==> config.mk <==
export PLATFORM = sky130hd
export DESIGN_NAME = fetch_decode
export DESIGN_NICKNAME = d
export VERILOG_FILES = /design/src/pipe_pkg.sv /design/src/fetch_decode.sv
export SDC_FILE = /design/constraint.sdc
export NUM_CORES = 1
export LEC_CHECK = 0
export ABC_AREA = 1
export BUFFER_PORTS_ARGS = -buffer_cell sky130_fd_sc_hd__buf_2
export CAP_MARGIN = 10
export CELL_PAD_IN_SITES_DETAIL_PLACEMENT = 0
export CELL_PAD_IN_SITES_GLOBAL_PLACEMENT = 2
export CORE_AREA = 10 10 182 184
export CTS_CLUSTER_SIZE = 20
export DETAILED_ROUTE_END_ITERATION = 10
export DIE_AREA = 0 0 192 194
export PLACE_DENSITY_LB_ADDON = 0.1
export SYNTH_ARGS = -nofsm -noshare
export SYNTH_HDL_FRONTEND = slang
export SYNTH_SLANG_ARGS = --single-unit
==> constraint.sdc <==
create_clock -name clk -period 3.5 [get_ports clk]
set_input_delay 0.875 -clock clk [delete_from_list [all_inputs] [get_ports clk]]
set_output_delay 0.875 -clock clk [all_outputs]
set_load 0.01 [all_outputs]
==> src/pipe_pkg.sv <==
`default_nettype none

package pipe_pkg;

    typedef logic [31:0] word_t;              // Pipeline word, PC and data
    typedef logic [4:0]  reg_idx_t;           // Register number

    typedef enum logic [3:0] {
        OP_NOP  = 4'd0,
        OP_ADD  = 4'd1,
        OP_SUB  = 4'd2,
        OP_AND  = 4'd3,
        OP_OR   = 4'd4,
        OP_XOR  = 4'd5,
        OP_ADDI = 4'd6,
        OP_LW   = 4'd7,
        OP_SW   = 4'd8,
        OP_BEQ  = 4'd9
    } opcode_e;

    typedef struct packed {
        opcode_e     op;
        reg_idx_t    rd;
        reg_idx_t    rs1;
        reg_idx_t    rs2;
        logic [12:0] unused;                  // Spare bits, ignored by decode
    } instr_r_t;

    typedef struct packed {
        opcode_e            op;
        reg_idx_t           rd;               // Data reg for SW, first compare reg for BEQ
        reg_idx_t           rs1;
        logic signed [17:0] imm;              // Word offset for BEQ
    } instr_i_t;

    // Same 32 bits read as register form or immediate form
    typedef union packed {
        instr_r_t r;
        instr_i_t i;
    } instr_u;

    typedef enum logic [1:0] {
        FWD_NONE = 2'b00,                     // Value read in decode
        FWD_WB   = 2'b01,                     // From MEM/WB
        FWD_MEM  = 2'b10                      // From EX/MEM
    } fwd_sel_e;

    typedef struct packed {
        logic     valid;
        opcode_e  op;
        reg_idx_t rd;
        reg_idx_t rs1;
        reg_idx_t rs2;
        logic     uses_rs1;
        logic     uses_rs2;
        word_t    rs1_val;
        word_t    rs2_val;
        word_t    imm;                        // Sign-extended
        word_t    pc;
        logic     reg_write;
        logic     mem_read;
    } id_ex_t;

    typedef struct packed {
        logic     valid;
        opcode_e  op;
        reg_idx_t rd;
        logic     reg_write;
        logic     mem_read;
        logic     mem_write;
        word_t    alu_out;                    // Result or memory address
        word_t    store_data;
    } ex_mem_t;

    typedef struct packed {
        logic     valid;
        reg_idx_t rd;
        logic     reg_write;
        word_t    wb_data;
    } mem_wb_t;

endpackage

`default_nettype wire

==> src/fetch_decode.sv <==
`default_nettype none
`timescale 1ns/1ns

module fetch_decode (
    input  wire logic               clk,
    input  wire logic               reset_n,
    output pipe_pkg::word_t         fetch_pc,
    input  wire pipe_pkg::word_t    fetch_instr,   // Returned in the same cycle
    input  wire logic               stall,
    input  wire logic               flush,
    input  wire pipe_pkg::word_t    branch_target,
    output pipe_pkg::reg_idx_t      rs1_addr,
    output pipe_pkg::reg_idx_t      rs2_addr,
    input  wire pipe_pkg::word_t    rs1_data,
    input  wire pipe_pkg::word_t    rs2_data,
    output pipe_pkg::id_ex_t        id_ex
);
    import pipe_pkg::*;

    word_t   pc_q;
    logic    if_id_valid;
    instr_u  if_id_instr;                     // One word read two ways
    word_t   if_id_pc;
    opcode_e op;
    logic    is_reg;                          // Register-form ALU op
    id_ex_t  id_next;

    assign fetch_pc = pc_q;

    always_ff @(posedge clk or negedge reset_n) begin
        if (!reset_n) begin
            pc_q        <= '0;
            if_id_valid <= 1'b0;
        end else if (flush) begin
            pc_q        <= branch_target;     // Redirect drops the younger fetch
            if_id_valid <= 1'b0;
        end else if (!stall) begin
            pc_q        <= pc_q + 32'd4;
            if_id_valid <= 1'b1;
        end
    end

    always_ff @(posedge clk) begin
        if (!stall) begin
            if_id_instr <= fetch_instr;       // IF/ID payload
            if_id_pc    <= fetch_pc;
        end
    end

    assign op     = if_id_instr.r.op;
    assign is_reg = op inside {OP_ADD, OP_SUB, OP_AND, OP_OR, OP_XOR};

    // SW and BEQ read their second register from the rd field
    assign rs1_addr = if_id_instr.i.rs1;      // Same bits in both forms
    assign rs2_addr = is_reg ? if_id_instr.r.rs2 :
                      (op inside {OP_SW, OP_BEQ}) ? if_id_instr.i.rd : 5'd0;

    always_comb begin
        id_next           = '0;
        id_next.valid     = if_id_valid;
        id_next.op        = op;
        id_next.rd        = if_id_instr.r.rd;
        id_next.rs1       = rs1_addr;
        id_next.rs2       = rs2_addr;
        id_next.uses_rs1  = (op != OP_NOP);
        id_next.uses_rs2  = is_reg || (op inside {OP_SW, OP_BEQ});
        id_next.rs1_val   = rs1_data;
        id_next.rs2_val   = rs2_data;
        id_next.imm       = is_reg ? '0 : {{14{if_id_instr.i.imm[17]}}, if_id_instr.i.imm};
        id_next.pc        = if_id_pc;
        id_next.reg_write = is_reg || (op inside {OP_ADDI, OP_LW});
        id_next.mem_read  = (op == OP_LW);
    end

    always_ff @(posedge clk or negedge reset_n) begin
        if (!reset_n) begin
            id_ex <= '0;
        end else if (flush) begin
            id_ex <= '0;                      // Bubble in place of wrong-path op
        end else if (!stall) begin
            id_ex <= id_next;                 // Stall holds the consumer
        end
    end

endmodule

`default_nettype wire

Word-level counts from Yosys, hierarchy flattened
Index checks and enable logic that the tools add are counted.
Word-level totals
  flip-flop bits (word level): 249
  input port bits: 132
  output and inout port bits: 194
  word-level logic and storage cells: 43
Cells by class
  add/sub/neg operators: 1
  eq/ne operators: 10
  mux-type cells: 9
  reduce and logical (&&, ||, !) cells: 6
Operators with widths (count)
  152-bit two-way mux: 2
  32-bit two-way mux: 3
  32-bit by 3-bit adder with 32-bit output, second input constant: 1
  4-bit by 3-bit equality test with 1-bit output, second input constant: 4
  5-bit two-way mux: 2
  4-bit by 2-bit equality test with 1-bit output, second input constant: 2
  4-bit equality test, second input constant: 2
  5-bit nonzero test: 1
  4-bit by 1-bit equality test with 1-bit output, second input constant: 1
  2-bit nonzero test: 2
  4-bit nonzero test: 1
  1-bit logical OR: 2
  1-bit two-way mux: 2
  2-bit by 1-bit != test with 1-bit output, second input constant: 1

Logic depth before layout (Yosys ltp)
Gate-level depths: netlist of run 1.
  depth after elaboration: 6
  depth in mapped cells: 10
  depth with buffers taken out: 10

Worst setup path after synthesis of run 1
No wires, ideal clock.
  kind: input-to-reg
  start point: input port stall
  end point: register if_id_instr[0] in the netlist's numbering, enable pin
  setup time: 396 ps
  data arrival time: 2013 ps
  data required time: 3104 ps
  path slack: 1091 ps
  stages: 3
  path buffers: 2
  cell sequence: buf_4 > inv_2 > buf_2
RTL lines
  start, declared: line fetch_decode.sv:9  | input wire logic stall,
  end signal, assigned: line fetch_decode.sv:45  | if_id_instr <= fetch_instr;
  end, declared: line fetch_decode.sv:22  | instr_u if_id_instr;
No word-level cell between the ends.

Worst setup path after layout of run 1
  start point: register if_id_instr[31] in the netlist's numbering
  end point: output port rs2_addr[3]
Between the ends
  longest elaborated chain between the ends: 4
  elaborated cells between the ends (all ways): 11
  those cells by class: eq/ne: 7; mux: 2; reduce/logical: 2
RTL lines
  4-bit equality test: line fetch_decode.sv:56  | (op inside {OP_SW, OP_BEQ}) ? if_id_instr.i.rd : 5'd0;
  2-bit nonzero test: line fetch_decode.sv:56
  5-bit two-way mux: line fetch_decode.sv:56
  5-bit two-way mux (*): line fetch_decode.sv:55  | assign rs2_addr = is_reg ? if_id_instr.r.rs2 :
  end, declared: line fetch_decode.sv:13  | output pipe_pkg::reg_idx_t rs2_addr,
Mark *: on every way between the ends. The rest lies on a longest branch, timed or not.

==> results of run 1 <==
[cell families after synthesis]
kind of cell,share of synthesized area (%)
simple gates,14.51
flops,64.92
fa+ha+maj,0.1310
compound gates,14.06
buf+inv,6.379
[flip-flops by register name, summed over array words and instances (netlist names)]
signal       count
fetch_pc        32
if_id_instr     32
id_ex          138
if_id_valid      1
if_id_pc        32
[report_power, final]
group	internal, mW	switching, mW	total (mW)
logic	0.314	0.505	0.818
clock network	1.60	1.12	2.72
registers	3.04	0.161	3.20
[worst reg2reg max path: stages, from the launching register on]
cell and delay (ns):
dfrtp_1 0.48, ha_1 0.24, nand2_2 0.10, nor2_4 0.17, nand2_2 0.10, nor2_1 0.28
nand2_1 0.09, nand2_1 0.06, nand3_1 0.07, nand2_1 0.07, nand2_1 0.04
[timing repair]
item / 4_1_cts / 5_1_grt
hold endpoints to repair: 0 / 0
setup endpoints to repair: 0 / 1
resized for setup: 0 / 1
[cells in the mapped netlist (8+ instances only)]
cell	number	area share (%)
dfrtp_1	171	45
nand2_2	8	0.52
edfxtp_1	64	20
nor2_1	50	2.0
nor3_1	8	0.42
inv_1	50	2.0
buf_2	31	1.6
buf_4	28	2.2
o21ai_0	40	2.1
nand3_1	35	1.8
nor2_4	10	1.2
a21oi_1	10	0.52
o21ai_1	17	0.89
a22o_1	102	9.4
nand2_1	199	7.8
[layer usage]
layer	part of all wire (%)	vias up
met5	0	-
met4	1.1	0
met3	7.5	26
met2	48	230
met1	43	3541
li1	-	3560
[final timing paths]
kind / from / end / slack [ns]
max in group asynchronous: reset_n / id_ex[76]$_DFFE_PN0N_ / 2.32
hold / removal: reset_n / id_ex[41]$_DFFE_PN0N_ / 0.34
min in group clk: id_ex[148]$_DFFE_PN0N_ / id_ex[148]$_DFFE_PN0N_ / 0.47
setup reg to reg: fetch_pc[2]$_DFFE_PN0N_ / fetch_pc[28]$_DFFE_PN0N_ / 1.70
hold reg to reg: id_ex[148]$_DFFE_PN0N_ / id_ex[148]$_DFFE_PN0N_ / 0.47
setup / recovery: if_id_instr[31]$_DFFE_PN_ / rs2_addr[3] / 0.50
[final cells by class]
type / count / area [µm²]
fillers: 2938 / 17080
flip-flops and latches: 235 / 6201
repair buffers: 340 / 1821
well taps: 390 / 488.0
diodes: 2 / 5.005
multi-input cells: 506 / 2754
inverters: 53 / 200.2
clock buffers: 40 / 774.5
clock inverters: 9 / 81.33
==> flow_metrics.py, run 1 <==
metrics = {
    "clock_network": {
        "clock_latency_ns": 0.52,
        "cts.clk_slew.worst_paths_ns": 0.06,
        "cts_buffers": 27,
        "cts-root-buf": "clkbuf_16",
        "ctsLongestPathBuffers": 3,
        "cts_hold_buf": 0,
        "cts_tree": "done",
        "htreeDepth": 1,
        "cts_setup_buffers": 0,
        "cts_sinks": 235,
    },
    "critical_path": {
        "criticalPathCategory": "flip-flop to output port",
        "cp_slowest_cell": "o21ai_4",
        "slowest_delay_ns": 0.53,
        "cp_cell_sequence": "inv_1 > nand2_1 > o21ai_4 > nand2_1 > o21ai_0 > buf_2",
        "worstSetupStartpointType": "flip-flop",
        "crit_family": "compound AO/OA/AOI/OAI gates",
        "cp_max_fo": 24,
        "critPathArrivalTime_ns": 2.13,
        "cp.required_ns": 2.62,
        "cp.depth": 6,
        "cpMostUsedCell": "nand2_1",
        "path_buf_inv": 2,
        "reg2reg_depth": 10,
        "cp-end-kind": "output port",
    },
    "global_route": {
        "grt_overflow": 0,
        "grt_start_max_net_pins": 78,
        "top_usage_layer": "met2",
        "grt_usage_pct": 16.96,
        "use_met3_pct": 4.065,
        "gr-usage-met2_pct": 27.64,
        "met1_usage_pct": 22.64,
        "grt_pass1_wl_um": 49340,
        "antenna_found_initial": 2,
        "first_global_vias": 7460,
    },
    "die": {
        "die_area_um2": 37250,
        "floorplan.initialDensity_pct": 32.49,
        "rows": 63,
        "ios": 326,
        "die_h_um": 194,
        "core_um2": 29400,
        "die_w_um": 192,
    },
    "cells_and_area": {
        "nNetsFinal": 1296,
        "drive_gt1_share_pct": 34.57,
        "syn_to_final_growth_pct": 29.03,
        "stdcell_area_um2": 12320,
        "fin_util_pct": 41.92,
        "fin_cells": 1575,
        "layout_commonest_cell": "buf_2",
        "most-common-layout-cells": "324 x buf_2, 199 x nand2_1, 171 x dfrtp_1",
    },
    "detailed_routing": {
        "routed_wl_um": 32820,
        "wire_per_inst_um": 20.84,
        "vias": 7357,
        "viasPerCell": 4.671,
        "ant_nets": 0,
        "drc": 0,
        "drtIter0Drc": 394,
        "first_pass_iters": 5,
    },
    "placement": {
        "placed_area_um2": 11460,
        "place_ws_ns": 0.7627,
        "gp_congestion": 0.7818,
        "dp_hpwl_um": 23920,
        "dp_cells": 1524,
        "portBuffers": 325,
    },
    "timing": {
        "rsz0062_at_grt": "no",
        "whs_ns": 0.3406,
        "setup_violations": 0,
        "post-route-period-util_pct": 85.81,
        "skew_ns": 0.006900,
        "slew_viol_final": 0,
        "worst_slack_ns": 0.4967,
        "period_minus_slack_ns": 3.003,
        "max_slew_margin_pct": 28.46,
        "worstMarginPinSlew_ns": 1.073,
        "final_hold_viol_count": 0,
        "finalSetupTns_ns": 0,
        "fmax_mhz": 333.0,
    },
    "run": {
        "cap_viol_max_count": 0,
    },
    "logic_synthesis": {
        "avgSynthCellArea_um2": 11.09,
        "synth.cell_area_um2": 9552,
        "ys_seq_area_share_pct": 64.92,
        "synth_enable_flop_cells": 64,
        "ys.warnings.count": 0,
        "async_reset_ff_share_pct": 72.77,
        "yosysUniqueCellTypes": 33,
        "synth_seq_cells": 235,
        "synth_nets": 994,
        "yosys_most_used_dff": "dfrtp_1",
        "synth_cells": 861,
    },
    "power_and_ir_drop": {
        "p_per_area_nw_per_um2": 546.6,
        "p_leak_nw": 6.108,
        "vdd_ir_drop_max_mv": 0.3785,
        "p_total_mw": 6.737,
    },
    "hold_path": {
        "hp-class": "input port to asynchronous set/reset pin",
    },
    "run_status": {
        "status": "finished, final reports clean",
    },
}
(Power assumes the default switching activity.)
==> inputs of run 2 (changes only) <==
- CORE_AREA: 10 10 182 184 -> 10 10 187 189
- DIE_AREA: 0 0 192 194 -> 0 0 197 199
- clock period: 3.5 -> 3.1 ns (I/O delays scaled with it)
==> run 2 against run 1 <==
Compared with the run above:
- design area is 0.79% higher
- global-route usage is 0.89 points lower
- clock skew is 0.0037 ns higher
- hold slack worse by 0.15 ns
- setup slack worse by 0.19 ns
- sequential share of layout area is 0.40 points lower
- count of clock-buffer cells in the layout is 2 higher
- critical path type unchanged
- critical endpoint is now rs2_addr[2]
- largest cell class unchanged
==> flow_metrics.py, run 2 (synthesis gave the netlist of run 1 again) <==
metrics = {
    "run_status": {
        "status": "finished, final reports clean",
    },
    "cells_and_area": {
        "num-fill-cells": 3127,
        "syn_to_final_growth_pct": 30.05,
        "most-common-layout-cells": "324 x buf_2, 199 x nand2_1, 171 x dfrtp_1",
        "multiInputGateArea_um2": 2746,
        "nNetsFinal": 1295,
        "ff_latch_area_um2": 6201,
        "layout_commonest_cell": "buf_2",
        "drive_gt1_share_pct": 34.63,
        "largest-register": "id_ex",
        "largest_reg_flops": 138,
        "stdcell_area_um2": 12420,
    },
    "clock_network": {
        "cts_setup_buffers": 0,
        "ctsLongestPathBuffers": 3,
        "clock_latency_ns": 0.54,
        "cts_buffers": 28,
        "cts_resized": 0,
        "cts_hold_buf": 0,
        "htreeDepth": 1,
        "cts_sinks": 235,
        "cts.clk_slew.worst_paths_ns": 0.06,
        "cts-root-buf": "clkbuf_16",
        "cts_tree": "done",
    },
    "power_and_ir_drop": {
        "net-switching-power_mw": 2.059,
        "p_comb_share_pct": 11.7,
        "switching_share_pct": 26.05,
        "p_leak_nw": 6.156,
        "p_per_area_nw_per_um2": 636.4,
        "internal_power_mw": 5.846,
        "vdd_ir_drop_max_mv": 0.4148,
        "seqPwrFrac_pct": 45.7,
        "pwr-share-clk_pct": 42.6,
    },
    "die": {
        "die_w_um": 197,
        "rows": 65,
        "core_um2": 31230,
        "floorplan.initialDensity_pct": 30.58,
        "ios": 326,
        "die_area_um2": 39200,
        "die_h_um": 199,
    },
    "detailed_routing": {
        "wl_met1_um": 14420,
        "first_pass_iters": 4,
        "wire_per_inst_um": 20.67,
        "met3_length_um": 2144,
        "drtIter0Drc": 332,
        "viasPerCell": 4.625,
        "top_layer_used": "met5",
        "vias": 7340,
        "wl_met2_um": 15810,
        "ant_nets": 0,
        "routed_wl_um": 32800,
        "drc": 0,
    },
    "critical_path": {
        "path_buf_inv": 2,
        "cp.required_ns": 2.32,
        "criticalPathCategory": "flip-flop to output port",
        "slowest_delay_ns": 0.43,
        "cp-end-kind": "output port",
        "cpMostUsedCell": "nand2_1",
        "worstSetupStartpointType": "flip-flop",
        "cp_cell_sequence": "inv_1 > nand2_1 > o21ai_2 > nand2_1 > o21ai_0 > buf_2",
        "crit_family": "compound AO/OA/AOI/OAI gates",
        "cp_slowest_cell": "o21ai_2",
        "cp_max_fo": 11,
        "critPathArrivalTime_ns": 2.02,
    },
    "timing": {
        "period_minus_slack_ns": 2.792,
        "final_hold_viol_count": 0,
        "fmax_mhz": 358.1,
        "slew_viol_final": 0,
        "rsz0062_at_grt": "no",
        "setup_violations": 0,
        "skew_ns": 0.01060,
        "post-route-period-util_pct": 90.08,
        "finalSetupTns_ns": 0,
        "max_slew_margin_pct": 40.16,
        "worstMarginPinSlew_ns": 0.8963,
    },
    "placement": {
        "portBuffers": 325,
        "placed_area_um2": 11470,
        "dp_hpwl_um": 23420,
        "gp_congestion": 0.7737,
    },
    "global_route": {
        "first_global_vias": 7568,
        "grt_overflow": 0,
        "grt_pass1_wl_um": 49110,
        "grt_start_max_net_pins": 80,
        "grt_usage_pct": 16.07,
        "antenna_found_initial": 2,
    },
    "hold_path": {
        "hp-class": "input port to asynchronous set/reset pin",
    },
    "run": {
        "cap_viol_max_count": 0,
    },
}
## run 2: cell count changes in the layout (fill, tap and decap cells not counted), moves of 2 or more
cell | before | now
clkinv_2 | 4 | 7
buf_4 | 9 | 6
clkinvlp_4 | 2 | 0
bufinv_16 | 1 | 3
clkbuf_16 | 27 | 29
## run 2: power groups by stage
stage	clock network [mW]	logic, mW	registers, mW
floorplan	0	0.421	3.70
global placement	0	0.956	3.67
detailed placement	0	0.957	3.67
CTS	3.48	0.959	3.61
global route	3.60	1.04	3.65
finish	3.37	0.928	3.61
## run 2: through the flow
step / setup slack (ns) / std cells / power, mW / util [%] / hold slack, ns
after floorplan: 0.7909 / 861 / 4.120 / - / 0.4559
after global placement: 0.6890 / 1534 / 4.625 / 36.72 / 0.4567
after detailed placement: 0.6785 / 1534 / 4.627 / 36.72 / 0.4643
after CTS: 0.2529 / 1586 / 8.053 / 39.77 / 0.2008
after global routing: 0.08389 / 1586 / 8.286 / 39.77 / 0.2198
final: 0.3076 / 1587 / 7.905 / 39.78 / 0.1928
## run 2: worst register-to-register path, cell delays in order, from the launching register on
cell,delay (ns)
dfrtp_1,0.52
nand2_1,0.18
nor2_1,0.33
nand2_1,0.12
nor2_1,0.18
nand2_1,0.07
nand2_1,0.06
nand3_1,0.07
nand2_1,0.09
nand2_1,0.04
## run 2: final timing paths
path | start | endpoint | slack (ns) | cells after the start
worst max register to register | fetch_pc[17]$_DFFE_PN0N_ | fetch_pc[31]$_DFFE_PN0N_ | 1.33 | 9
worst max-delay path | if_id_instr[31]$_DFFE_PN_ | rs2_addr[2] | 0.31 | 6
worst min register to register | if_id_pc[25]$_DFFE_PN_ | id_ex[27]$_DFFE_PN0N_ | 0.47 | 1
max in group asynchronous | reset_n | fetch_pc[30]$_DFFE_PN0N_ | 2.12 | 2
worst min-delay path | reset_n | id_ex[44]$_DFFE_PN0N_ | 0.19 | 1
min in group clk | fetch_instr[25] | if_id_instr[25]$_DFFE_PN_ | 0.41 | 1
## run 2: area by class of cell
cell class              instances  area share (%)
diodes                          1         0.02015
clock buffers                  42           6.557
clock inverters                10           1.098
inverters                      53           1.612
multi-input cells             506           22.11
flip-flops and latches        235           49.92
well taps                     402           4.049
repair buffers                338           14.64
## run 2: per-layer routing
metal	vias to the layer above	GRT usage (%)
met5	-	0
met1	3526	20.86
met4	2	3.105
li1	3559	-
met3	34	3.937
met2	219	26.73
