==> config.mk <==
export PLATFORM = sky130hd
export DESIGN_NAME = hazard_unit
export DESIGN_NICKNAME = d
export VERILOG_FILES = /design/src/pipe_pkg.sv /design/src/hazard_unit.sv
export SDC_FILE = /design/constraint.sdc
export NUM_CORES = 1
export LEC_CHECK = 0
export ABC_AREA = 1
export BUFFER_PORTS_ARGS = -buffer_cell sky130_fd_sc_hd__buf_2
export CAP_MARGIN = 20
export CORE_AREA = 2 2 107 109
export DETAILED_ROUTE_END_ITERATION = 6
export DIE_AREA = 0 0 109 111
export PLACE_DENSITY_LB_ADDON = 0.3
export SLEW_MARGIN = 20
export SYNTH_ARGS = -nofsm -noshare
export SYNTH_HDL_FRONTEND = slang
export SYNTH_SLANG_ARGS = --single-unit
export TNS_END_PERCENT = 10
==> constraint.sdc <==
create_clock -name vclk -period 1.1
set_input_delay 0 -clock vclk [all_inputs]
set_output_delay 0 -clock vclk [all_outputs]
set_load 0.05 [all_outputs]
==> src/pipe_pkg.sv <==
`default_nettype none

package pipe_pkg;

    typedef logic [31:0] word_t;              // Pipeline word, PC and data
    typedef logic [4:0]  reg_idx_t;           // Register number

    typedef enum logic [3:0] {
        OP_NOP  = 4'd0,
        OP_ADD  = 4'd1,
        OP_SUB  = 4'd2,
        OP_AND  = 4'd3,
        OP_OR   = 4'd4,
        OP_XOR  = 4'd5,
        OP_ADDI = 4'd6,
        OP_LW   = 4'd7,
        OP_SW   = 4'd8,
        OP_BEQ  = 4'd9
    } opcode_e;

    typedef struct packed {
        opcode_e     op;
        reg_idx_t    rd;
        reg_idx_t    rs1;
        reg_idx_t    rs2;
        logic [12:0] unused;                  // Spare bits, ignored by decode
    } instr_r_t;

    typedef struct packed {
        opcode_e            op;
        reg_idx_t           rd;               // Data reg for SW, first compare reg for BEQ
        reg_idx_t           rs1;
        logic signed [17:0] imm;              // Word offset for BEQ
    } instr_i_t;

    // Same 32 bits read as register form or immediate form
    typedef union packed {
        instr_r_t r;
        instr_i_t i;
    } instr_u;

    typedef enum logic [1:0] {
        FWD_NONE = 2'b00,                     // Value read in decode
        FWD_WB   = 2'b01,                     // From MEM/WB
        FWD_MEM  = 2'b10                      // From EX/MEM
    } fwd_sel_e;

    typedef struct packed {
        logic     valid;
        opcode_e  op;
        reg_idx_t rd;
        reg_idx_t rs1;
        reg_idx_t rs2;
        logic     uses_rs1;
        logic     uses_rs2;
        word_t    rs1_val;
        word_t    rs2_val;
        word_t    imm;                        // Sign-extended
        word_t    pc;
        logic     reg_write;
        logic     mem_read;
    } id_ex_t;

    typedef struct packed {
        logic     valid;
        opcode_e  op;
        reg_idx_t rd;
        logic     reg_write;
        logic     mem_read;
        logic     mem_write;
        word_t    alu_out;                    // Result or memory address
        word_t    store_data;
    } ex_mem_t;

    typedef struct packed {
        logic     valid;
        reg_idx_t rd;
        logic     reg_write;
        word_t    wb_data;
    } mem_wb_t;

endpackage

`default_nettype wire

==> src/hazard_unit.sv <==
`default_nettype none
`timescale 1ns/1ns

module hazard_unit (
    input  wire pipe_pkg::id_ex_t  id_ex,
    input  wire pipe_pkg::ex_mem_t ex_mem,
    input  wire pipe_pkg::mem_wb_t mem_wb,
    input  wire logic              branch_taken,  // Valid BEQ in execute with equal operands
    output pipe_pkg::fwd_sel_e     fwd_a,
    output pipe_pkg::fwd_sel_e     fwd_b,
    output logic                   stall,
    output logic                   flush
);
    import pipe_pkg::*;

    logic mem_hit_a, mem_hit_b;               // EX/MEM producer matches a source
    logic wb_hit_a, wb_hit_b;                 // MEM/WB producer matches a source
    logic load_hit_a, load_hit_b;             // Load in EX/MEM feeds a source

    // Later stage writes a used, nonzero source register
    function automatic logic hits(input logic vld, input logic wr, input reg_idx_t rd,
                                  input reg_idx_t src, input logic used);
        return vld && wr && (rd != 5'd0) && (rd == src) && used;
    endfunction

    assign mem_hit_a = hits(ex_mem.valid, ex_mem.reg_write, ex_mem.rd, id_ex.rs1, id_ex.uses_rs1);
    assign mem_hit_b = hits(ex_mem.valid, ex_mem.reg_write, ex_mem.rd, id_ex.rs2, id_ex.uses_rs2);
    assign wb_hit_a  = hits(mem_wb.valid, mem_wb.reg_write, mem_wb.rd, id_ex.rs1, id_ex.uses_rs1);
    assign wb_hit_b  = hits(mem_wb.valid, mem_wb.reg_write, mem_wb.rd, id_ex.rs2, id_ex.uses_rs2);

    // Load result not ready until it reaches MEM/WB
    assign load_hit_a = hits(ex_mem.valid, ex_mem.mem_read, ex_mem.rd, id_ex.rs1, id_ex.uses_rs1);
    assign load_hit_b = hits(ex_mem.valid, ex_mem.mem_read, ex_mem.rd, id_ex.rs2, id_ex.uses_rs2);

    always_comb begin
        fwd_a = FWD_NONE;
        fwd_b = FWD_NONE;
        if (mem_hit_a) begin
            fwd_a = FWD_MEM;                  // Newest value wins
        end else if (wb_hit_a) begin
            fwd_a = FWD_WB;
        end
        if (mem_hit_b) begin
            fwd_b = FWD_MEM;
        end else if (wb_hit_b) begin
            fwd_b = FWD_WB;
        end
    end

    assign stall = id_ex.valid && (load_hit_a || load_hit_b);
    assign flush = branch_taken && !stall;    // Branch waits for the stall to clear

endmodule

`default_nettype wire

Yosys cells after proc, flatten, opt, wreduce, memory -nomap -nowiden
Index checks and enable logic that the tools add are counted.
{ "classes": {"eq_ne": 4, "muxes": 4, "n_reduce_logical": 24} }
{ "ops": {"columns": ["op", "n"], "rows": [
  ["5-bit equality test", 4],
  ["1-bit logical AND", 20],
  ["5-bit nonzero test", 2],
  ["2-bit two-way mux", 2],
  ["1-bit two-way mux", 2],
  ["1-bit zero test", 1],
  ["1-bit logical OR", 1]
]} }
{ "totals": {"reg_bits": 0, "input_bits": 269, "output_inout_bits": 6, "word_cells": 32} }

Logic depth before layout (Yosys ltp)
Gate-level depths: netlist (run 1).
{ "logic_depth": {"ltp_word": 8, "depth_mapped": 7, "ltp_nobuf": 7} }

Worst setup path before layout (run 1)
No wires, ideal clock.
{ "synth_path": {"path_type": "input port to output port", "from": "input ex_mem[69] (netlist bit)", "to": "output flush", "t_arrival_ps": 1119, "required_ps": 1100, "setup_slack_ps": -19, "cell_stages": 7, "n_path_buf": 0, "path_cell_list": "inv_1 > nand2_1 > nand2_1 > nor2_2 > nand3_1 > nand2_1 > a21oi_1"} }
{ "synth_between": {"elab_chain_cells": 8, "elab_cells_between_ends": 12, "classes_between": "2 x eq/ne; 10 x reduce/logical"} }
{ "synth_rtl": {"columns": ["item", "line_no", "text"], "rows": [
  ["start: declaration", "hazard_unit.sv:6", "input wire pipe_pkg::ex_mem_t ex_mem,"],
  ["5-bit nonzero test", "hazard_unit.sv:23", "return vld && wr && (rd != 5'd0) && (rd == src) && used;"],
  ["1-bit logical AND (3 in a row)", "hazard_unit.sv:23", null],
  ["1-bit logical OR *", "hazard_unit.sv:50", "assign stall = id_ex.valid && (load_hit_a || load_hit_b);"],
  ["1-bit logical AND *", "hazard_unit.sv:50", null],
  ["1-bit zero test *", "hazard_unit.sv:51", "assign flush = branch_taken && !stall;"],
  ["1-bit logical AND *", "hazard_unit.sv:51", null],
  ["end: declaration", "hazard_unit.sv:12", "output logic flush"]
]} }
Every way passes the cells marked *; elsewhere a longest branch is shown, timed or not.

Final worst setup path (run 1)
{ "layout_path": {"from": "input ex_mem[69] (netlist bit)", "to": "output stall"} }
{ "layout_between": {"elab_chain_cells": 6, "elab_cells_between_ends": 10, "classes_between": "2 x eq/ne; 8 x reduce/logical"} }
{ "layout_rtl": {"columns": ["item", "line_no", "text"], "rows": [
  ["5-bit nonzero test", "hazard_unit.sv:23", null],
  ["1-bit logical AND (3 in a row)", "hazard_unit.sv:23", null],
  ["1-bit logical OR *", "hazard_unit.sv:50", null],
  ["1-bit logical AND *", "hazard_unit.sv:50", null],
  ["end: declaration", "hazard_unit.sv:11", "output logic stall,"]
]} }
Marks and branches as above.

==> results of run 1 <==
per-stage QoR:
stage          hold slack, ns  cell area (um^2)  instances  setup slack [ns]
2_1_floorplan          0.1477             446.7        104           0.09643
3_3_place_gp           0.3752             845.8        288          -0.05110
3_5_place_dp           0.3802             845.8        288          -0.02082
4_1_cts                0.3815             848.3        288           0.03196
5_1_grt                0.3467             887.1        288         -0.003275
6_report               0.3264             887.1        288            0.1003
cells in the mapped netlist, drive strengths merged:
cell,number,area share [%]
nand3,5,5.6
xor2,2,4.0
inv,21,18
o21ai,4,4.5
and2,1,1.4
a21oi,2,2.3
nand2,43,36
nor2,19,17
o21bai,1,1.7
nand4,4,5.6
buf,2,3.4
metal layers:
metal	track usage, %	vias to the layer above	share of wire (%)
met3	0.7643	0	7.0
met4	0	0	0
met5	0	-	0
li1	-	393	-
met2	7.122	24	44
met1	6.112	291	49
power by group through the flow:
| stage | combinational, mW | sequential (mW) | clock, mW |
|---|---|---|---|
| CTS | 0.241 | 0 | 0 |
| floorplan | 0.113 | 0 | 0 |
| global route | 0.282 | 0 | 0 |
| detailed placement | 0.240 | 0 | 0 |
| global placement | 0.241 | 0 | 0 |
| finish | 0.243 | 0 | 0 |
worst paths after layout:
kind  endpoint    startpoint  slack (ns)
max      stall    ex_mem[69]        0.10
min      flush  branch_taken        0.33
final cells by class:
| type | instances | share of cell area [%] |
|---|---|---|
| Inverter | 21 | 8.886 |
| Multi-Input combinational cell | 81 | 41.47 |
| Tap cell | 143 | 20.17 |
| Timing Repair Buffer | 43 | 29.48 |
critical path, cell delays in order:
cell and delay (ns):
buf_2 0.12, nor2_1 0.13, nand4_1 0.17, nand2_1 0.15, nor2_4 0.05, and2_1 0.18
buf_4 0.20
logic make-up (layout without fill, tap and decap cells):
family	Yosys count	count (layout)
AOI/OAI and AO/OA	7	7
xor gates and xnor gates	2	2
buffers and inverters	23	64
and+or+nand+nor	72	72
timing repair:
action / CTS / global route
hold endpoints to repair: 0 / 0
resized for setup: 1 / 17
setup endpoints to repair: 1 / 6
pin swaps: 0 / 1
==> flow_summary.yaml, run 1 <==
finish:
  fin_nets: 416
  n_clock_buffer: 0
  layout_commonest_cell: "nand2_1"
  diodes: 0
  drive_gt1_share_pct: 38.62
  multi_input_area_um2: 367.9
  seq_cells: 0
  finish.utilization_pct: 8.009
  register_area_um2: 0
  mostFrequentLayoutCells: "nand2_1 (43), buf_2 (29), inv_1 (15)"
  syn2layout_area_growth_pct: 100.3
  final.fill_count: 1322
critical_path:
  cp.required_ns: 1.10
  start_kind: "input port"
  critPathCaptureType: "output port"
  arrival_ns: 1.00
  critPathMaxFanout: 2
  crit_type: "in2out"
power_and_ir_drop:
  power_frac_comb_pct: 100.0
  p_leak_nw: 0.4828
  ir_drop_mv: 0.07156
  pwr-share-clk_pct: 0
  p_int_mw: 0.1042
  switching_share_pct: 57.18
  p_sw_mw: 0.1391
  sequentialPowerShare_pct: 0
  power.total_mw: 0.2433
  pwr_density_cell_nw_per_um2: 274.2
synth:
  synth-compound-area-share_pct: 8.475
  synth_simple_gate_area_share_pct: 66.38
  synth.avg_cell_area_um2: 4.259
  ys_types: 13
  synthXorXnorAreaFrac_pct: 3.955
  synth_top_family_by_area: "simple AND/OR/NAND/NOR gates"
  netlist_area_um2: 442.9
  netlist_instances: 104
  synth_mux_area_share_pct: 0
  synth_adder_area_share_pct: 0
  ys_warn_count: 0
  syn_nets: 373
  synth-seq-area-share_pct: 0
hold_path:
  worst_hold_path_type: "in2out"
  min_path_cells: 4
timing:
  post-route-period-util_pct: 90.88
  hold_viol_final: 0
  max_freq_mhz: 1000
  setup_viol: 0
  maxSlewViolCount: 0
  period_needed_ns: 0.9997
  relSlewSlack_pct: 88.53
  grt_setup_unrepaired: "yes"
  tightestPinTransition_ns: 0.1703
  setup-tns-final_ns: 0
run_status:
  outcome: "finished, final reports clean"
job:
  drv_cap: 0
route:
  dr.pass1.iters: 4
  drc_errors: 0
  routed_wl_um: 2593
  ant_nets: 0
  drtIter0Drc: 62
  vias_per_cell: 2.458
  vias: 708
  wl_per_cell_um: 9.003
grt:
  antenna_found_initial: 0
  overflow: 0
  first_global_vias: 768
  grt_max_degree: 5
  grt_pass1_wl_um: 3988
  grtUsageTotal_pct: 4.289
floorplan:
  die_y_um: 111
  ios: 275
  num_rows: 39
  die_area_um2: 12100
  die_width_um: 109
  core_um2: 11080
  start_util_pct: 3.999
clock_tree:
  post-cts-setup-buffers: 0
  cts_hold_buf: 0
placement:
  io_buffers: 35
  gp_congestion: 0.7538
  post-dp-hpwl_um: 2419
No activity file was read; power rests on OpenSTA's default activity.
==> inputs of run 2 (changes only) <==
--- a/config.mk
+++ b/config.mk
@@ -11,7 +11,7 @@
 export CORE_AREA = 2 2 107 109
 export DETAILED_ROUTE_END_ITERATION = 6
 export DIE_AREA = 0 0 109 111
-export PLACE_DENSITY_LB_ADDON = 0.3
+export PLACE_DENSITY = 0.45
 export SLEW_MARGIN = 20
 export SYNTH_ARGS = -nofsm -noshare
 export SYNTH_HDL_FRONTEND = slang
==> run 2 against run 1 <==
Against the previous run:
- cell count fell by 2.8%
- worst setup slack improved by 0.017 ns
- total power fell by 9.6%
- die area did not move
- critical path depth rose by 2
- critical endpoint unchanged
- utilization fell by 0.71 points
- combinational power fell by 9.5%
- maximum frequency rose by 1.7%
- critical path type unchanged
- wire length fell by 11%
==> flow_summary.yaml, run 2 (synthesized netlist as in run 1, its figures left out) <==
timing:
  setup-tns-final_ns: 0
  setup_viol: 0
  post-route-period-util_pct: 89.36
  period_needed_ns: 0.9830
  hold_viol_final: 0
  maxSlewViolCount: 0
  grt_setup_unrepaired: "yes"
  tightestPinTransition_ns: 0.2480
  relSlewSlack_pct: 83.58
  setup_ws_ns: 0.1170
  timing.hold.ws_ns: 0.3735
  max_freq_mhz: 1017
grt:
  first_global_vias: 619
  grt_pass1_wl_um: 3463
  grt_max_degree: 5
  overflow: 0
  grtUsageTotal_pct: 3.880
  antenna_found_initial: 0
critical_path:
  start_kind: "input port"
  cp.required_ns: 1.10
  critPathCaptureType: "output port"
  path_cells: "buf_2 -> inv_2 -> nand2_1 -> nand2_1 -> nor2_1 -> nand3_1 -> nand2_1 -> and2_4 -> buf_12"
  cpPeakStageDelay_ns: 0.16
  critPathMaxFanout: 4
  arrival_ns: 0.98
  critPathBufInv: 3
  crit_path_top_delay_cell: "and2_4"
  crit_family: "simple AND/OR/NAND/NOR gates"
  crit_type: "in2out"
  cpMostUsedCell: "nand2_1"
power_and_ir_drop:
  pwr_density_cell_nw_per_um2: 272.2
  ir_drop_mv: 0.07664
  power.total_mw: 0.2200
  p_leak_nw: 0.4458
route:
  dr.pass1.iters: 4
  drtIter0Drc: 22
  top_layer: "met4"
  vias: 674
  wl_met3_um: 212
  routed_wl_um: 2297
  ant_nets: 0
  drc_errors: 0
  wl_per_cell_um: 8.204
  wl_met1_um: 1091
  routed-wl-met2_um: 960
  vias_per_cell: 2.407
run_status:
  outcome: "finished, final reports clean"
clock_tree:
  post-cts-setup-buffers: 0
  cts.repair.resized: 0
  cts_hold_buf: 0
placement:
  post-dp-hpwl_um: 2184
  io_buffers: 35
  dp.cells: 280
  gp_congestion: 0.8078
  placed_area_um2: 800.8
  pre_cts_slack_ns: 0.1102
floorplan:
  start_util_pct: 3.999
  ios: 275
  die_area_um2: 12100
  die_width_um: 109
  die_y_um: 111
  core_um2: 11080
  num_rows: 39
finish:
  fin_area_um2: 808.3
  multi_input_area_um2: 355.3
  register_area_um2: 0
  layout_commonest_cell: "nand2_1"
  seq_cells: 0
  mostFrequentLayoutCells: "nand2_1 (43), buf_2 (32), nor2_1 (17)"
  drive_gt1_share_pct: 32.85
  n_clock_buffer: 0
  fin_nets: 408
  syn2layout_area_growth_pct: 82.49
  diodes: 0
  final_cells: 280
  finish.utilization_pct: 7.297
  final.fill_count: 1313
job:
  drv_cap: 0
hold_path:
  worst_hold_path_type: "in2out"
-- run 2: changes by cell type in the layout (fill, tap and decap cells not counted), moves of 3 or more --
cell | previous run | this run
buf_4 | 10 | 0
nor2_2 | 5 | 2
nor2_1 | 13 | 17
buf_6 | 3 | 0
buf_2 | 29 | 32
-- run 2: cell type report --
class / count / area share (%)
multi-input cells: 81 / 43.96
well taps: 143 / 22.14
inverters: 21 / 9.752
repair buffers: 35 / 24.15
-- run 2: final timing paths --
| kind | start | to | cells after the start |
|---|---|---|---|
| max | ex_mem[70] | stall | 9 |
| min | branch_taken | flush | 4 |
-- run 2: tightest hold or removal path: stages --
cell and delay, ns:
buf_2 0.10, inv_1 0.05, a21oi_2 0.03, buf_2 0.20
-- run 2: power breakdown --
part / switching [mW] / internal (mW) / total [mW]
clock network: 0 / 0 / 0
logic: 0.134 / 0.0862 / 0.220
registers: 0 / 0 / 0
-- run 2: metal layers --
layer | vias up | global-route usage, %
li1 | 377 | -
met1 | 270 | 5.153
met2 | 25 | 6.542
met3 | 2 | 0.8818
met4 | 0 | 0.4274
met5 | - | 0
==> inputs of run 3 (changes only) <==
--- a/config.mk
+++ b/config.mk
@@ -5,12 +5,11 @@
 export SDC_FILE = /design/constraint.sdc
 export NUM_CORES = 1
 export LEC_CHECK = 0
-export ABC_AREA = 1
 export BUFFER_PORTS_ARGS = -buffer_cell sky130_fd_sc_hd__buf_2
 export CAP_MARGIN = 20
-export CORE_AREA = 2 2 107 109
+export CORE_AREA = 2 2 106 108
 export DETAILED_ROUTE_END_ITERATION = 6
-export DIE_AREA = 0 0 109 111
+export DIE_AREA = 0 0 108 110
 export PLACE_DENSITY = 0.45
 export SLEW_MARGIN = 20
 export SYNTH_ARGS = -nofsm -noshare
==> run 3 against run 2 <==
Against the previous run:
- the flow now finishes with violations (setup timing)
- synthesized area is 31% lower
- non-clock buffer count up 12
- first-iteration DRC count down 77%
- synthesized cell count decreased by 60%
- hold slack worse by 0.021 ns
==> flow_summary.yaml, run 3 <==
finish:
  mostFrequentLayoutCells: "buf_2 (19), xor2_1 (14), buf_4 (13)"
  fin_nets: 358
  syn2layout_area_growth_pct: 212.3
  layout_commonest_cell: "buf_2"
  final.fill_count: 1249
  diodes: 0
  register_area_um2: 0
  n_clock_buffer: 0
  final_cells: 227
  seq_cells: 0
  drive_gt1_share_pct: 68.97
timing:
  tightestPinTransition_ns: 0.2640
  setup_viol: 6
  max_freq_mhz: 763.0
  setup_ws_ns: -0.2106
  grt_setup_unrepaired: "yes"
  relSlewSlack_pct: 82.34
  hold_viol_final: 0
  maxSlewViolCount: 0
  period_needed_ns: 1.311
  post-route-period-util_pct: 119.1
route:
  drc_errors: 0
  dr.pass1.iters: 4
  drtIter0Drc: 5
  wl_per_cell_um: 9.608
  routed_wl_um: 2181
  ant_nets: 0
  vias_per_cell: 2.004
  vias: 455
floorplan:
  num_rows: 38
  die_y_um: 110
  core_um2: 10700
  die_width_um: 108
  die_area_um2: 11880
  ios: 275
  start_util_pct: 2.854
critical_path:
  crit_type: "in2out"
  path_cells: "buf_6 -> xor2_4 -> nor4_4 -> nand3_2 -> buf_6 -> a21oi_4 -> buf_6 -> buf_12"
  critPathCaptureType: "output port"
  start_kind: "input port"
  path_depth: 8
  cpPeakStageDelay_ns: 0.31
  critPathBufInv: 4
  arrival_ns: 1.31
  crit_path_top_delay_cell: "nor4_4"
  crit_family: "buffers and inverters"
  critPathMaxFanout: 3
  cp.required_ns: 1.10
  cpMostUsedCell: "buf_6"
grt:
  overflow: 0
  grt_max_degree: 4
  grt_pass1_wl_um: 2987
  antenna_found_initial: 0
  grtUsageTotal_pct: 3.477
  first_global_vias: 513
synth:
  netlist_instances: 42
  synth_top_area_share_pct: 45.90
  ys_top_cells_by_count: "xor2_1 (16), nand3_1 (5), nor4_1 (4), xnor2_1 (4)"
  netlist_area_um2: 305.3
  ys_types: 13
  synth_area_leader_cell: "xor2_1"
  synth.avg_cell_area_um2: 7.269
  synth-seq-area-share_pct: 0
  ys_top_cells_by_area: "xor2_1 (46%), xnor2_1 (11%), nand3_1 (8.2%)"
  yosysMostFrequentCell: "xor2_1"
  ys_warn_count: 0
  syn_nets: 311
job:
  drv_cap: 0
run_status:
  outcome: "complete, but fails checks"
  violations: "setup timing"
power_and_ir_drop:
  p_leak_nw: 0.3489
  ir_drop_mv: 0.08056
  power.total_mw: 0.2736
  pwr_density_cell_nw_per_um2: 287.0
placement:
  post-dp-hpwl_um: 1971
  dp.cells: 226
  io_buffers: 35
  gp_congestion: 0.6896
hold_path:
  min_path_cells: 3
  worst_hold_path_type: "in2out"
clock_tree:
  cts_hold_buf: 0
## run 3: power by group
group | switching [mW] | internal, mW
Clock | 0 | 0
Combinational | 0.128 | 0.145
Sequential | 0 | 0
Total | 0.128 | 0.145
## run 3: tightest hold or removal path, stage by stage
cell and delay [ns]:
buf_2 0.10, nor2b_4 0.11, buf_6 0.14
## run 3: area by class of cell
type                       instances  area (um^2)  share of cell area [%]
timing repair buffer              47        377.9                   39.63
multi-input combinational         40        400.4                   41.99
tap                              140        175.2                   18.37
## run 3: through the flow
| stage | TNS, ns | instance area (um^2) | util (%) | setup slack (ns) | hold WS (ns) |
|---|---|---|---|---|---|
| floorplan | -0.4286 | 346.6 | - | -0.1438 | 0.1571 |
| CTS | -1.145 | 894.6 | 8.363 | -0.2262 | 0.3500 |
| finish | -1.062 | 953.4 | 8.912 | -0.2106 | 0.3529 |
| detailed placement | -2.037 | 779.5 | 7.287 | -0.3935 | 0.4021 |
| global route | -1.524 | 953.4 | 8.912 | -0.3186 | 0.3641 |
| global placement | -1.932 | 779.5 | 7.287 | -0.3832 | 0.4030 |
## run 3: worst paths after layout
check | from | end | slack, ns
min | branch_taken | flush | 0.35
max | ex_mem[70] | stall | -0.21
## run 3: cell families (layout without fill, tap and decap cells)
logic type / after synthesis / count (layout) / synth area share (%)
buffers and inverters: 2 / 47 / 4.917
AO/OA/AOI/OAI: 3 / 3 / 6.558
AND/OR/NAND/NOR: 17 / 17 / 31.15
XOR/XNOR: 20 / 20 / 57.37
## run 3: per-layer routing
layer / track usage [%] / up-vias / wire (um)
met5: 0 / - / 0
met4: 0.09158 / 0 / 0
met3: 1.705 / 0 / 285
met2: 6.918 / 19 / 1131
met1: 3.417 / 201 / 765
li1: - / 235 / -
## run 3: what timing repair did
action / 4_1_cts / 5_1_grt
setup endpoints to repair: 6 / 6
gates resized for setup: 27 / 11
setup buffers: 1 / 0
pin swaps: 9 / 6
